## src/verilog/ising_params.svh

```systemverilog
// sizes and register map shared by the analog Ising boundary logic
// ISING_SYNC_DEPTH must equal 2**ISING_SYNC_SEL_W, the selector indexes every stage
// register addresses are byte addresses on a 32-bit AXI4-Lite bus
`ifndef ISING_PARAMS_SVH
`define ISING_PARAMS_SVH

`define ISING_NUM_SPIN   64
`define ISING_SYNC_DEPTH 4
`define ISING_SYNC_SEL_W 2

`define ISING_REG_CTRL   32'h0000_0000
`define ISING_REG_DEPTH  32'h0000_0004
`define ISING_REG_STATUS 32'h0000_0008
`define ISING_REG_COUNT  32'h0000_000C

`endif
```

## src/verilog/ising_pkg.sv

```systemverilog
// types for the configuration block of the analog Ising boundary
// reg_sel_e follows address bits 3:2 of the register map
`default_nettype none

package ising_pkg;

    // register index taken from address bits 3:2
    typedef enum logic [1:0] {
        REG_CTRL   = 2'd0,
        REG_DEPTH  = 2'd1,
        REG_STATUS = 2'd2,
        REG_COUNT  = 2'd3
    } reg_sel_e;

    // only the two responses this slave can give
    typedef enum logic [1:0] {
        RESP_OKAY   = 2'b00,
        RESP_SLVERR = 2'b10
    } axi_resp_e;

    // bit 0 tx_idle, bit 1 rx_busy
    typedef struct packed {
        logic rx_busy;
        logic tx_idle;
    } status_t;

endpackage

`default_nettype wire

```

## src/verilog/analog_cfg_if.sv

```systemverilog
// configuration and status between the register block and the tx/rx paths
// depth_wr is a single-cycle strobe; depth_sel is only meaningful while it is high
`default_nettype none
`include "ising_params.svh"

interface analog_cfg_if;

    logic                         en;
    logic                         depth_wr;
    logic [`ISING_SYNC_SEL_W-1:0] depth_sel;
    logic [`ISING_SYNC_SEL_W-1:0] depth_q;
    logic                         tx_idle;
    logic                         rx_busy;
    logic                         result_hs;

    modport regs (
        output en, depth_wr, depth_sel,
        input  depth_q, tx_idle, rx_busy, result_hs
    );

    modport tx (
        input  en, depth_wr, depth_sel,
        output depth_q, tx_idle, result_hs
    );

    modport rx (
        input  en,
        output rx_busy
    );

endinterface

`default_nettype wire

```

## src/verilog/analog_io_top.sv

```systemverilog
// digital side of the analog Ising macro boundary
// finish-to-out_valid latency is depth+2 cycles; the macro latency itself is free
// the path stays dead until CTRL.en is written high
`default_nettype none
`include "ising_params.svh"

module analog_io_top (
    input  logic                       clk_i,
    input  logic                       rst_n_i,
    input  logic [31:0]                s_axi_awaddr_i,
    input  logic                       s_axi_awvalid_i,
    output logic                       s_axi_awready_o,
    input  logic [31:0]                s_axi_wdata_i,
    input  logic [3:0]                 s_axi_wstrb_i,
    input  logic                       s_axi_wvalid_i,
    output logic                       s_axi_wready_o,
    output logic [1:0]                 s_axi_bresp_o,
    output logic                       s_axi_bvalid_o,
    input  logic                       s_axi_bready_i,
    input  logic [31:0]                s_axi_araddr_i,
    input  logic                       s_axi_arvalid_i,
    output logic                       s_axi_arready_o,
    output logic [31:0]                s_axi_rdata_o,
    output logic [1:0]                 s_axi_rresp_o,
    output logic                       s_axi_rvalid_o,
    input  logic                       s_axi_rready_i,
    input  logic                       in_valid_i,
    output logic                       in_ready_o,
    input  logic [`ISING_NUM_SPIN-1:0] in_spin_i,
    output logic                       out_valid_o,
    input  logic                       out_ready_i,
    output logic [`ISING_NUM_SPIN-1:0] out_spin_o,
    output logic [`ISING_NUM_SPIN-1:0] macro_spin_o,
    output logic                       macro_start_o,
    input  logic [`ISING_NUM_SPIN-1:0] macro_spin_i,
    input  logic                       macro_finish_i
);

    analog_cfg_if u_cfg ();

    analog_cfg_regs u_regs (
        .clk_i           (clk_i),
        .rst_n_i         (rst_n_i),
        .s_axi_awaddr_i  (s_axi_awaddr_i),
        .s_axi_awvalid_i (s_axi_awvalid_i),
        .s_axi_awready_o (s_axi_awready_o),
        .s_axi_wdata_i   (s_axi_wdata_i),
        .s_axi_wstrb_i   (s_axi_wstrb_i),
        .s_axi_wvalid_i  (s_axi_wvalid_i),
        .s_axi_wready_o  (s_axi_wready_o),
        .s_axi_bresp_o   (s_axi_bresp_o),
        .s_axi_bvalid_o  (s_axi_bvalid_o),
        .s_axi_bready_i  (s_axi_bready_i),
        .s_axi_araddr_i  (s_axi_araddr_i),
        .s_axi_arvalid_i (s_axi_arvalid_i),
        .s_axi_arready_o (s_axi_arready_o),
        .s_axi_rdata_o   (s_axi_rdata_o),
        .s_axi_rresp_o   (s_axi_rresp_o),
        .s_axi_rvalid_o  (s_axi_rvalid_o),
        .s_axi_rready_i  (s_axi_rready_i),
        .cfg             (u_cfg.regs)
    );

    analog_rx u_rx (
        .clk_i         (clk_i),
        .rst_n_i       (rst_n_i),
        .cfg           (u_cfg.rx),
        .valid_i       (in_valid_i),
        .ready_o       (in_ready_o),
        .spin_i        (in_spin_i),
        .finish_i      (macro_finish_i),
        .macro_spin_o  (macro_spin_o),
        .macro_start_o (macro_start_o)
    );

    analog_tx u_tx (
        .clk_i    (clk_i),
        .rst_n_i  (rst_n_i),
        .cfg      (u_cfg.tx),
        .spin_i   (macro_spin_i),
        .finish_i (macro_finish_i),
        .valid_o  (out_valid_o),
        .ready_i  (out_ready_i),
        .spin_o   (out_spin_o)
    );

endmodule

`default_nettype wire

```

## src/verilog/analog_cfg_regs.sv

```systemverilog
// AXI4-Lite slave for control, depth, status and result count
// AW and W are taken together; B and R follow one cycle after acceptance
// only byte lane 0 is honoured on writes; STATUS and COUNT are read only
// writing CTRL with en low also clears COUNT
`default_nettype none
`include "ising_params.svh"

module analog_cfg_regs (
    input  logic        clk_i,
    input  logic        rst_n_i,
    input  logic [31:0] s_axi_awaddr_i,
    input  logic        s_axi_awvalid_i,
    output logic        s_axi_awready_o,
    input  logic [31:0] s_axi_wdata_i,
    input  logic [3:0]  s_axi_wstrb_i,
    input  logic        s_axi_wvalid_i,
    output logic        s_axi_wready_o,
    output logic [1:0]  s_axi_bresp_o,
    output logic        s_axi_bvalid_o,
    input  logic        s_axi_bready_i,
    input  logic [31:0] s_axi_araddr_i,
    input  logic        s_axi_arvalid_i,
    output logic        s_axi_arready_o,
    output logic [31:0] s_axi_rdata_o,
    output logic [1:0]  s_axi_rresp_o,
    output logic        s_axi_rvalid_o,
    input  logic        s_axi_rready_i,
    analog_cfg_if.regs  cfg
);

    ising_pkg::reg_sel_e  wr_sel;
    ising_pkg::reg_sel_e  rd_sel;
    ising_pkg::axi_resp_e bresp_q;
    ising_pkg::axi_resp_e rresp_q;
    ising_pkg::status_t   status;
    logic                 wr_hit;
    logic                 rd_hit;
    logic                 wr_ok;
    logic                 wr_fire;
    logic                 rd_fire;
    logic                 ctrl_wr;
    logic                 bvalid_q;
    logic                 rvalid_q;
    logic                 en_q;
    logic [31:0]          count_q;
    logic [31:0]          rdata_q;
    logic [31:0]          rd_word;

    function automatic logic addr_hit(input logic [31:0] addr);
        return addr inside {`ISING_REG_CTRL, `ISING_REG_DEPTH,
                            `ISING_REG_STATUS, `ISING_REG_COUNT};
    endfunction

    assign wr_sel = ising_pkg::reg_sel_e'(s_axi_awaddr_i[3:2]);
    assign rd_sel = ising_pkg::reg_sel_e'(s_axi_araddr_i[3:2]);
    assign wr_hit = addr_hit(s_axi_awaddr_i);
    assign rd_hit = addr_hit(s_axi_araddr_i);

    // write channel, one outstanding response
    assign s_axi_awready_o = s_axi_wvalid_i & ~bvalid_q;
    assign s_axi_wready_o  = s_axi_awvalid_i & ~bvalid_q;
    assign wr_fire = s_axi_awvalid_i & s_axi_wvalid_i & ~bvalid_q;
    assign wr_ok   = wr_hit & (wr_sel == ising_pkg::REG_CTRL || wr_sel == ising_pkg::REG_DEPTH);
    assign ctrl_wr = wr_fire & wr_ok & s_axi_wstrb_i[0] & (wr_sel == ising_pkg::REG_CTRL);

    assign cfg.depth_wr  = wr_fire & wr_ok & s_axi_wstrb_i[0] & (wr_sel == ising_pkg::REG_DEPTH);
    assign cfg.depth_sel = s_axi_wdata_i[`ISING_SYNC_SEL_W-1:0];
    assign cfg.en        = en_q;

    // read channel
    assign s_axi_arready_o = ~rvalid_q;
    assign rd_fire = s_axi_arvalid_i & ~rvalid_q;

    assign status.rx_busy = cfg.rx_busy;
    assign status.tx_idle = cfg.tx_idle;

    always_comb begin
        rd_word = '0;
        if (rd_hit) begin
            case (rd_sel)
                ising_pkg::REG_CTRL:   rd_word[0] = en_q;
                ising_pkg::REG_DEPTH:  rd_word[`ISING_SYNC_SEL_W-1:0] = cfg.depth_q;
                ising_pkg::REG_STATUS: rd_word[1:0] = status;
                ising_pkg::REG_COUNT:  rd_word = count_q;
                default:               rd_word = '0;
            endcase
        end
    end

    always_ff @(posedge clk_i or negedge rst_n_i) begin
        if (!rst_n_i) begin
            en_q     <= 1'b0;
            count_q  <= '0;
            bvalid_q <= 1'b0;
            rvalid_q <= 1'b0;
        end else begin
            if (ctrl_wr) begin
                en_q <= s_axi_wdata_i[0];
            end
            if (ctrl_wr && !s_axi_wdata_i[0]) begin
                count_q <= '0;
            end else if (cfg.result_hs) begin
                count_q <= count_q + 32'd1;
            end
            if (wr_fire) begin
                bvalid_q <= 1'b1;
            end else if (s_axi_bready_i) begin
                bvalid_q <= 1'b0;
            end
            if (rd_fire) begin
                rvalid_q <= 1'b1;
            end else if (s_axi_rready_i) begin
                rvalid_q <= 1'b0;
            end
        end
    end

    // response payloads only matter while the matching valid is high
    always_ff @(posedge clk_i) begin
        if (wr_fire) begin
            bresp_q <= wr_ok ? ising_pkg::RESP_OKAY : ising_pkg::RESP_SLVERR;
        end
        if (rd_fire) begin
            rdata_q <= rd_word;
            rresp_q <= rd_hit ? ising_pkg::RESP_OKAY : ising_pkg::RESP_SLVERR;
        end
    end

    assign s_axi_bvalid_o = bvalid_q;
    assign s_axi_bresp_o  = bresp_q;
    assign s_axi_rvalid_o = rvalid_q;
    assign s_axi_rdata_o  = rdata_q;
    assign s_axi_rresp_o  = rresp_q;

endmodule

`default_nettype wire

```

## src/verilog/analog_rx.sv

```systemverilog
// drives one spin vector per macro run and pulses start for one cycle
// accepts a new vector only when enabled and the previous run has finished
// a run that is started is always waited out, even if en drops meanwhile
`default_nettype none
`include "ising_params.svh"

module analog_rx (
    input  logic                       clk_i,
    input  logic                       rst_n_i,
    analog_cfg_if.rx                   cfg,
    input  logic                       valid_i,
    output logic                       ready_o,
    input  logic [`ISING_NUM_SPIN-1:0] spin_i,
    input  logic                       finish_i,
    output logic [`ISING_NUM_SPIN-1:0] macro_spin_o,
    output logic                       macro_start_o
);

    typedef enum logic {
        RX_IDLE,
        RX_BUSY
    } rx_state_e;

    rx_state_e                  state_q;
    logic                       start_q;
    logic [`ISING_NUM_SPIN-1:0] spin_q;
    logic                       take;

    assign ready_o = cfg.en & (state_q == RX_IDLE);
    assign take    = valid_i & ready_o;

    always_ff @(posedge clk_i or negedge rst_n_i) begin
        if (!rst_n_i) begin
            state_q <= RX_IDLE;
            start_q <= 1'b0;
        end else begin
            // start follows the accepted vector by one cycle
            start_q <= take;
            case (state_q)
                RX_IDLE: if (take) state_q <= RX_BUSY;
                RX_BUSY: if (finish_i) state_q <= RX_IDLE;
                default: state_q <= RX_IDLE;
            endcase
        end
    end

    // held stable for the whole macro run
    always_ff @(posedge clk_i) begin
        if (take) begin
            spin_q <= spin_i;
        end
    end

    assign macro_spin_o  = spin_q;
    assign macro_start_o = start_q;
    assign cfg.rx_busy   = (state_q == RX_BUSY);

endmodule

`default_nettype wire

```

## src/verilog/analog_tx.sv

```systemverilog
// turns macro finish events into a held valid/ready spin stream
// a newer capture overwrites an unaccepted result, older results are lost
// depth register resets to the maximum depth and loads only while enabled
`default_nettype none
`include "ising_params.svh"

module analog_tx (
    input  logic                       clk_i,
    input  logic                       rst_n_i,
    analog_cfg_if.tx                   cfg,
    input  logic [`ISING_NUM_SPIN-1:0] spin_i,
    input  logic                       finish_i,
    output logic                       valid_o,
    input  logic                       ready_i,
    output logic [`ISING_NUM_SPIN-1:0] spin_o
);

    logic [`ISING_SYNC_SEL_W-1:0] depth_q;
    logic                         sync_valid;
    logic [`ISING_NUM_SPIN-1:0]   sync_data;
    logic                         valid_q;
    logic [`ISING_NUM_SPIN-1:0]   spin_q;
    logic                         handshake;

    synchronizer u_sync (
        .clk_i   (clk_i),
        .rst_n_i (rst_n_i),
        .en_i    (cfg.en),
        .trig_i  (finish_i),
        .sel_i   (depth_q),
        .data_i  (spin_i),
        .valid_o (sync_valid),
        .data_o  (sync_data)
    );

    assign handshake = valid_q & ready_i;

    always_ff @(posedge clk_i or negedge rst_n_i) begin
        if (!rst_n_i) begin
            depth_q <= '1;
            valid_q <= 1'b0;
        end else begin
            if (cfg.depth_wr && cfg.en) begin
                depth_q <= cfg.depth_sel;
            end
            // a fresh capture wins over handshake and disable
            if (sync_valid) begin
                valid_q <= 1'b1;
            end else if (handshake || !cfg.en) begin
                valid_q <= 1'b0;
            end
        end
    end

    always_ff @(posedge clk_i) begin
        if (sync_valid) begin
            spin_q <= sync_data;
        end
    end

    assign valid_o       = valid_q;
    assign spin_o        = spin_q;
    assign cfg.depth_q   = depth_q;
    assign cfg.tx_idle   = ~valid_q;
    assign cfg.result_hs = handshake;

endmodule

`default_nettype wire

```

## src/verilog/synchronizer.sv

```systemverilog
// captures the macro outputs on a trigger pulse and walks them down a stage chain
// valid_o/data_o are tapped at stage sel_i, so valid comes sel_i+1 cycles after trigger
// changing sel_i while captures are in flight can skip or repeat one of them
// input data are forced to zero while en_i is low
`default_nettype none
`include "ising_params.svh"

module synchronizer (
    input  logic                         clk_i,
    input  logic                         rst_n_i,
    input  logic                         en_i,
    input  logic                         trig_i,
    input  logic [`ISING_SYNC_SEL_W-1:0] sel_i,
    input  logic [`ISING_NUM_SPIN-1:0]   data_i,
    output logic                         valid_o,
    output logic [`ISING_NUM_SPIN-1:0]   data_o
);

    logic [`ISING_SYNC_DEPTH-1:0] vld_q;
    logic [`ISING_NUM_SPIN-1:0]   data_q [`ISING_SYNC_DEPTH];
    logic [`ISING_NUM_SPIN-1:0]   data_gated;

    // enable gate in front of the first stage
    assign data_gated = en_i ? data_i : '0;

    // one valid bit per stage, several captures may be in flight
    always_ff @(posedge clk_i or negedge rst_n_i) begin
        if (!rst_n_i) begin
            vld_q <= '0;
        end else begin
            vld_q <= {vld_q[`ISING_SYNC_DEPTH-2:0], trig_i & en_i};
        end
    end

    // data follow their valid bit
    always_ff @(posedge clk_i) begin
        if (trig_i) begin
            data_q[0] <= data_gated;
        end
        for (int k = 1; k < `ISING_SYNC_DEPTH; k++) begin
            if (vld_q[k-1]) begin
                data_q[k] <= data_q[k-1];
            end
        end
    end

    assign valid_o = vld_q[sel_i];
    assign data_o  = data_q[sel_i];

endmodule

`default_nettype wire

```

## config.mk

```make
export PLATFORM = sky130hd
export DESIGN_NAME = analog_io_top
export DESIGN_NICKNAME = d
export VERILOG_FILES = /design/src/verilog/ising_pkg.sv /design/src/verilog/analog_cfg_if.sv /design/src/verilog/analog_io_top.sv /design/src/verilog/analog_cfg_regs.sv /design/src/verilog/analog_rx.sv /design/src/verilog/analog_tx.sv /design/src/verilog/synchronizer.sv
export VERILOG_INCLUDE_DIRS = /design/src /design/src/verilog
export SDC_FILE = /design/constraint.sdc
export NUM_CORES = 1
export LEC_CHECK = 0
export BUFFER_PORTS_ARGS = -buffer_cell sky130_fd_sc_hd__buf_4
export CAP_MARGIN = 10
export CORE_UTILIZATION = 48
export DETAILED_ROUTE_END_ITERATION = 16
export PLACE_DENSITY = 0.84
export SYNTH_ARGS = -nofsm -noshare
export SYNTH_HDL_FRONTEND = slang
export SYNTH_SLANG_ARGS = --single-unit
```

## constraint.sdc

```tcl
create_clock -name clk_i -period 3.2 [get_ports clk_i]
set_input_delay 0.96 -clock clk_i [delete_from_list [all_inputs] [get_ports clk_i]]
set_output_delay 0.96 -clock clk_i [all_outputs]
set_load 0.1 [all_outputs]
```

==> flow_summary_export.csv <==
group,metric,value,unit
power,p_total,12.78,mW
die,core_area,0.03480,mm^2
routing,route.detailed.drc,0,
routing,drtPass1Iterations,4,
final_layout,area_growth,29.10,%
routing,routed_wl,39030,um
routing,via_per_inst,5.287,
placed_design,dp_slack,0.3515,ns
power,ir_worst_vdd,0.4810,mV
global_route,grt_usage,0.2161,
synth,yosysSeqAreaShare,0.8001,
timing,holdWs,0.4162,ns
clock_network,clock_path_buffers,3,
status,outcome,"complete, no violations",
critical_path,critical_path_class,"register to output pin",
critical_path,path_cells,"nor2b_2 > buf_4",
final_layout,instances_no_fill,1741,
placed_design,dpl.cell_count,1653,
timing,slew_violations,0,
synth,synth.distinct_cells,43,
worst_hold_path,hold_class,"primary input to asynchronous set/reset pin",
critical_path,end_kind,"output pin",
placed_design,portBuffers,374,
global_route,grt_pass1_wl,57730,um
timing,period_share,0.7597,
timing,clock_skew,0.01893,ns
placed_design,hpwl,24580,um
routing,wl_per_cell,22.42,um
die,die_area,0.03632,mm^2
power,p_per_area,580.2,mW/mm^2
clock_network,numCtsBuffers,47,
routing,vias,9204,
global_route,overflow,0,
timing,final-hold-violation-count,0,
run,maxCapViolations,0,
synth,ys_ff_latch,462,
critical_path,reg2reg_depth,2,
clock_network,h-tree-depth,2,
clock_network,clock_tree.root_cell,"clkbuf_16",
timing,fmax,411.3,MHz
critical_path,r2r_slack,0.93,ns
clock_network,cts_tree,"done",
clock_network,clk_latency,0.57,ns
timing,maxSlewHeadroom,0.3186,
die,io_pins,410,
routing,drtIter0Drc,542,
timing,worst_slew_pin_slew,1.022,ns
timing,min_period,2.431,ns
critical_path,r2r_end,"u_tx.valid_o",
timing,rsz0062_at_grt,"no",
critical_path,crit_arrival,1.47,ns
final_layout,drive_gt1_frac,0.4316,
critical_path,path_max_fanout,2,
global_route,grt_pass1_vias,9650,
synth,synth-edff-count,418,
synth,synthArstFlopShare,0.09524,
synth,netlist_area,0.01707,mm^2
synth,syn_area_per_cell,20.25,um^2
power,leakagePower,8.097,nW
timing,setup_violations,0,
final_layout,final_nets,1486,
placed_design,place.gp.congestion,0.8533,
routing,ant_nets,0,
clock_network,numClockSinks,462,
clock_network,cts.repair.resized,0,
global_route,antenna_found_initial,0,
synth,yosys_warnings,0,
global_route,grt_start_max_net_pins,70,
clock_network,post_cts_buffers,0,
die,initial_utilization,0.4905,
clock_network,clk_pin_slew,0.07,ns
synth,ys.flop_type,"edfxtp_1",
clock_network,cts_hold_buf,0,
critical_path,crit_path_max_incr_delay,0.38,ns
die,die_x,190.6,um
synth,synthCells,843,
timing,fin_setup_tns,0,ns
critical_path,worst_setup_path_start_kind,"register",
critical_path,rr_startpoint,"u_tx.cfg.depth_q[0]",
die,rows,68,
final_layout,antenna_cells,0,
die,die_y,190.6,um
timing,setup_ws,0.7689,ns
critical_path,critPathSlowestCell,"dfrtp_2",
critical_path,cp_data_required_time,2.24,ns
## worst max-delay path: cells and delay by family, from the launching register on
family | cells | cell delay, ns
DFF | 1 | 0.38
buffers and inverters | 1 | 0.32
and+or+nand+nor | 1 | 0.21
## cell usage after synthesis, types with 2 or more instances
cell	instances	area (um^2)
or4_1	2	15.01
clkbuf_1	14	52.55
nor3_1	12	60.06
buf_4	2	15.01
dfrtp_1	42	1051
nor2b_1	5	31.28
nand3_1	9	45.04
mux2_2	3	33.78
and4_1	5	43.79
nand4_1	7	43.79
buf_1	4	15.01
and2_1	94	588.1
a21oi_1	3	15.01
a211oi_1	2	15.01
edfxtp_1	418	12550
nor4_4	2	42.54
o21bai_1	3	22.52
nor2_1	32	120.1
xor2_1	7	61.31
or3_1	2	12.51
mux4_2	65	1464
nor4_1	21	131.4
inv_1	6	22.52
buf_2	8	40.04
buf_6	3	33.78
nand2_1	21	78.83
nor2_2	10	62.56
dfstp_2	2	52.55
and3_1	2	12.51
xnor2_1	24	210.2
## worst max path at each step
stage,depth (start not counted),slack (ns),from,to
global placement,7,0.38,s_axi_araddr_i[4],u_regs.s_axi_rdata_o[30]
detailed placement,7,0.35,s_axi_araddr_i[4],u_regs.s_axi_rdata_o[11]
floorplan,5,0.26,s_axi_wvalid_i,u_tx.cfg.depth_q[0]
finish,2,0.77,u_regs.cfg.en,in_ready_o
global route,2,0.71,u_regs.cfg.en,in_ready_o
CTS,2,0.73,u_regs.cfg.en,in_ready_o
## cell type report
class / instances / area, um^2
flip-flops and latches: 462 / 13670
repair buffers: 386 / 2948
clock buffers: 61 / 1280
fillers: 2329 / 12760
clock inverters: 27 / 300.3
well taps: 455 / 569.3
inverters: 6 / 22.52
multi-input cells: 344 / 3246
## layout by cell type (no fill, tap or decap), types with 5 or more instances in the layout
cell,count
clkinv_1,7
clkbuf_1,10
dfrtp_1,38
and2_1,93
nor2_2,10
xor2_1,7
clkinv_2,10
xnor2_1,24
clkbuf_16,48
nor3_1,12
nand2_1,21
bufinv_16,5
buf_4,382
inv_1,6
nor2_1,32
nor4_1,21
and4_1,5
edfxtp_1,418
mux4_2,64
nand3_1,9
nand4_1,7
## sequential cells by signal, indices dropped and copies added, names as in the netlist, 2 cells and up
name / cells
u_tx.spin_o: 64
u_tx.u_sync.data_q: 256
u_regs.count_q: 32
u_regs.s_axi_rdata_o: 32
u_tx.cfg.depth_q: 2
u_rx.macro_spin_o: 64
u_tx.u_sync.vld_q: 4
## report_power, final
part	leakage [nW]	internal [mW]	switching, mW
sequential	4.47	6.60	0.0328
clock	0.771	3.25	2.28
combinational	2.86	0.235	0.384
## per-layer routing
| layer | routed length [um] | vias to the layer above | part of all wire | global-route usage |
|---|---|---|---|---|
| met1 | 15110 | 4625 | 0.39 | 0.2738 |
| met3 | 3106 | 51 | 0.080 | 0.05870 |
| met2 | 19960 | 423 | 0.51 | 0.3618 |
| li1 | - | 4105 | - | - |
| met4 | 853 | 0 | 0.022 | 0.07015 |
| met5 | 0 | - | 0 | 0 |
## through the flow
stage	util	instance area, um^2
floorplan	-	17080
global placement	0.5878	20450
detailed placement	0.5878	20450
CTS	0.6332	22030
global route	0.6332	22030
finish	0.6332	22030
## cells by family (layout without fill, tap and decap cells)
group	after synthesis	count (layout)	share of synthesized area
flops	462	462	0.8001
xor+xnor	31	31	0.01591
buf+inv	38	480	0.01078
other cells	1	2	0.0002197
mux	68	68	0.08775
fa+ha+maj	1	1	0.0007330
simple gates	232	232	0.08071
compound gates	10	10	0.003811
Power figures use the tool's default switching activity.
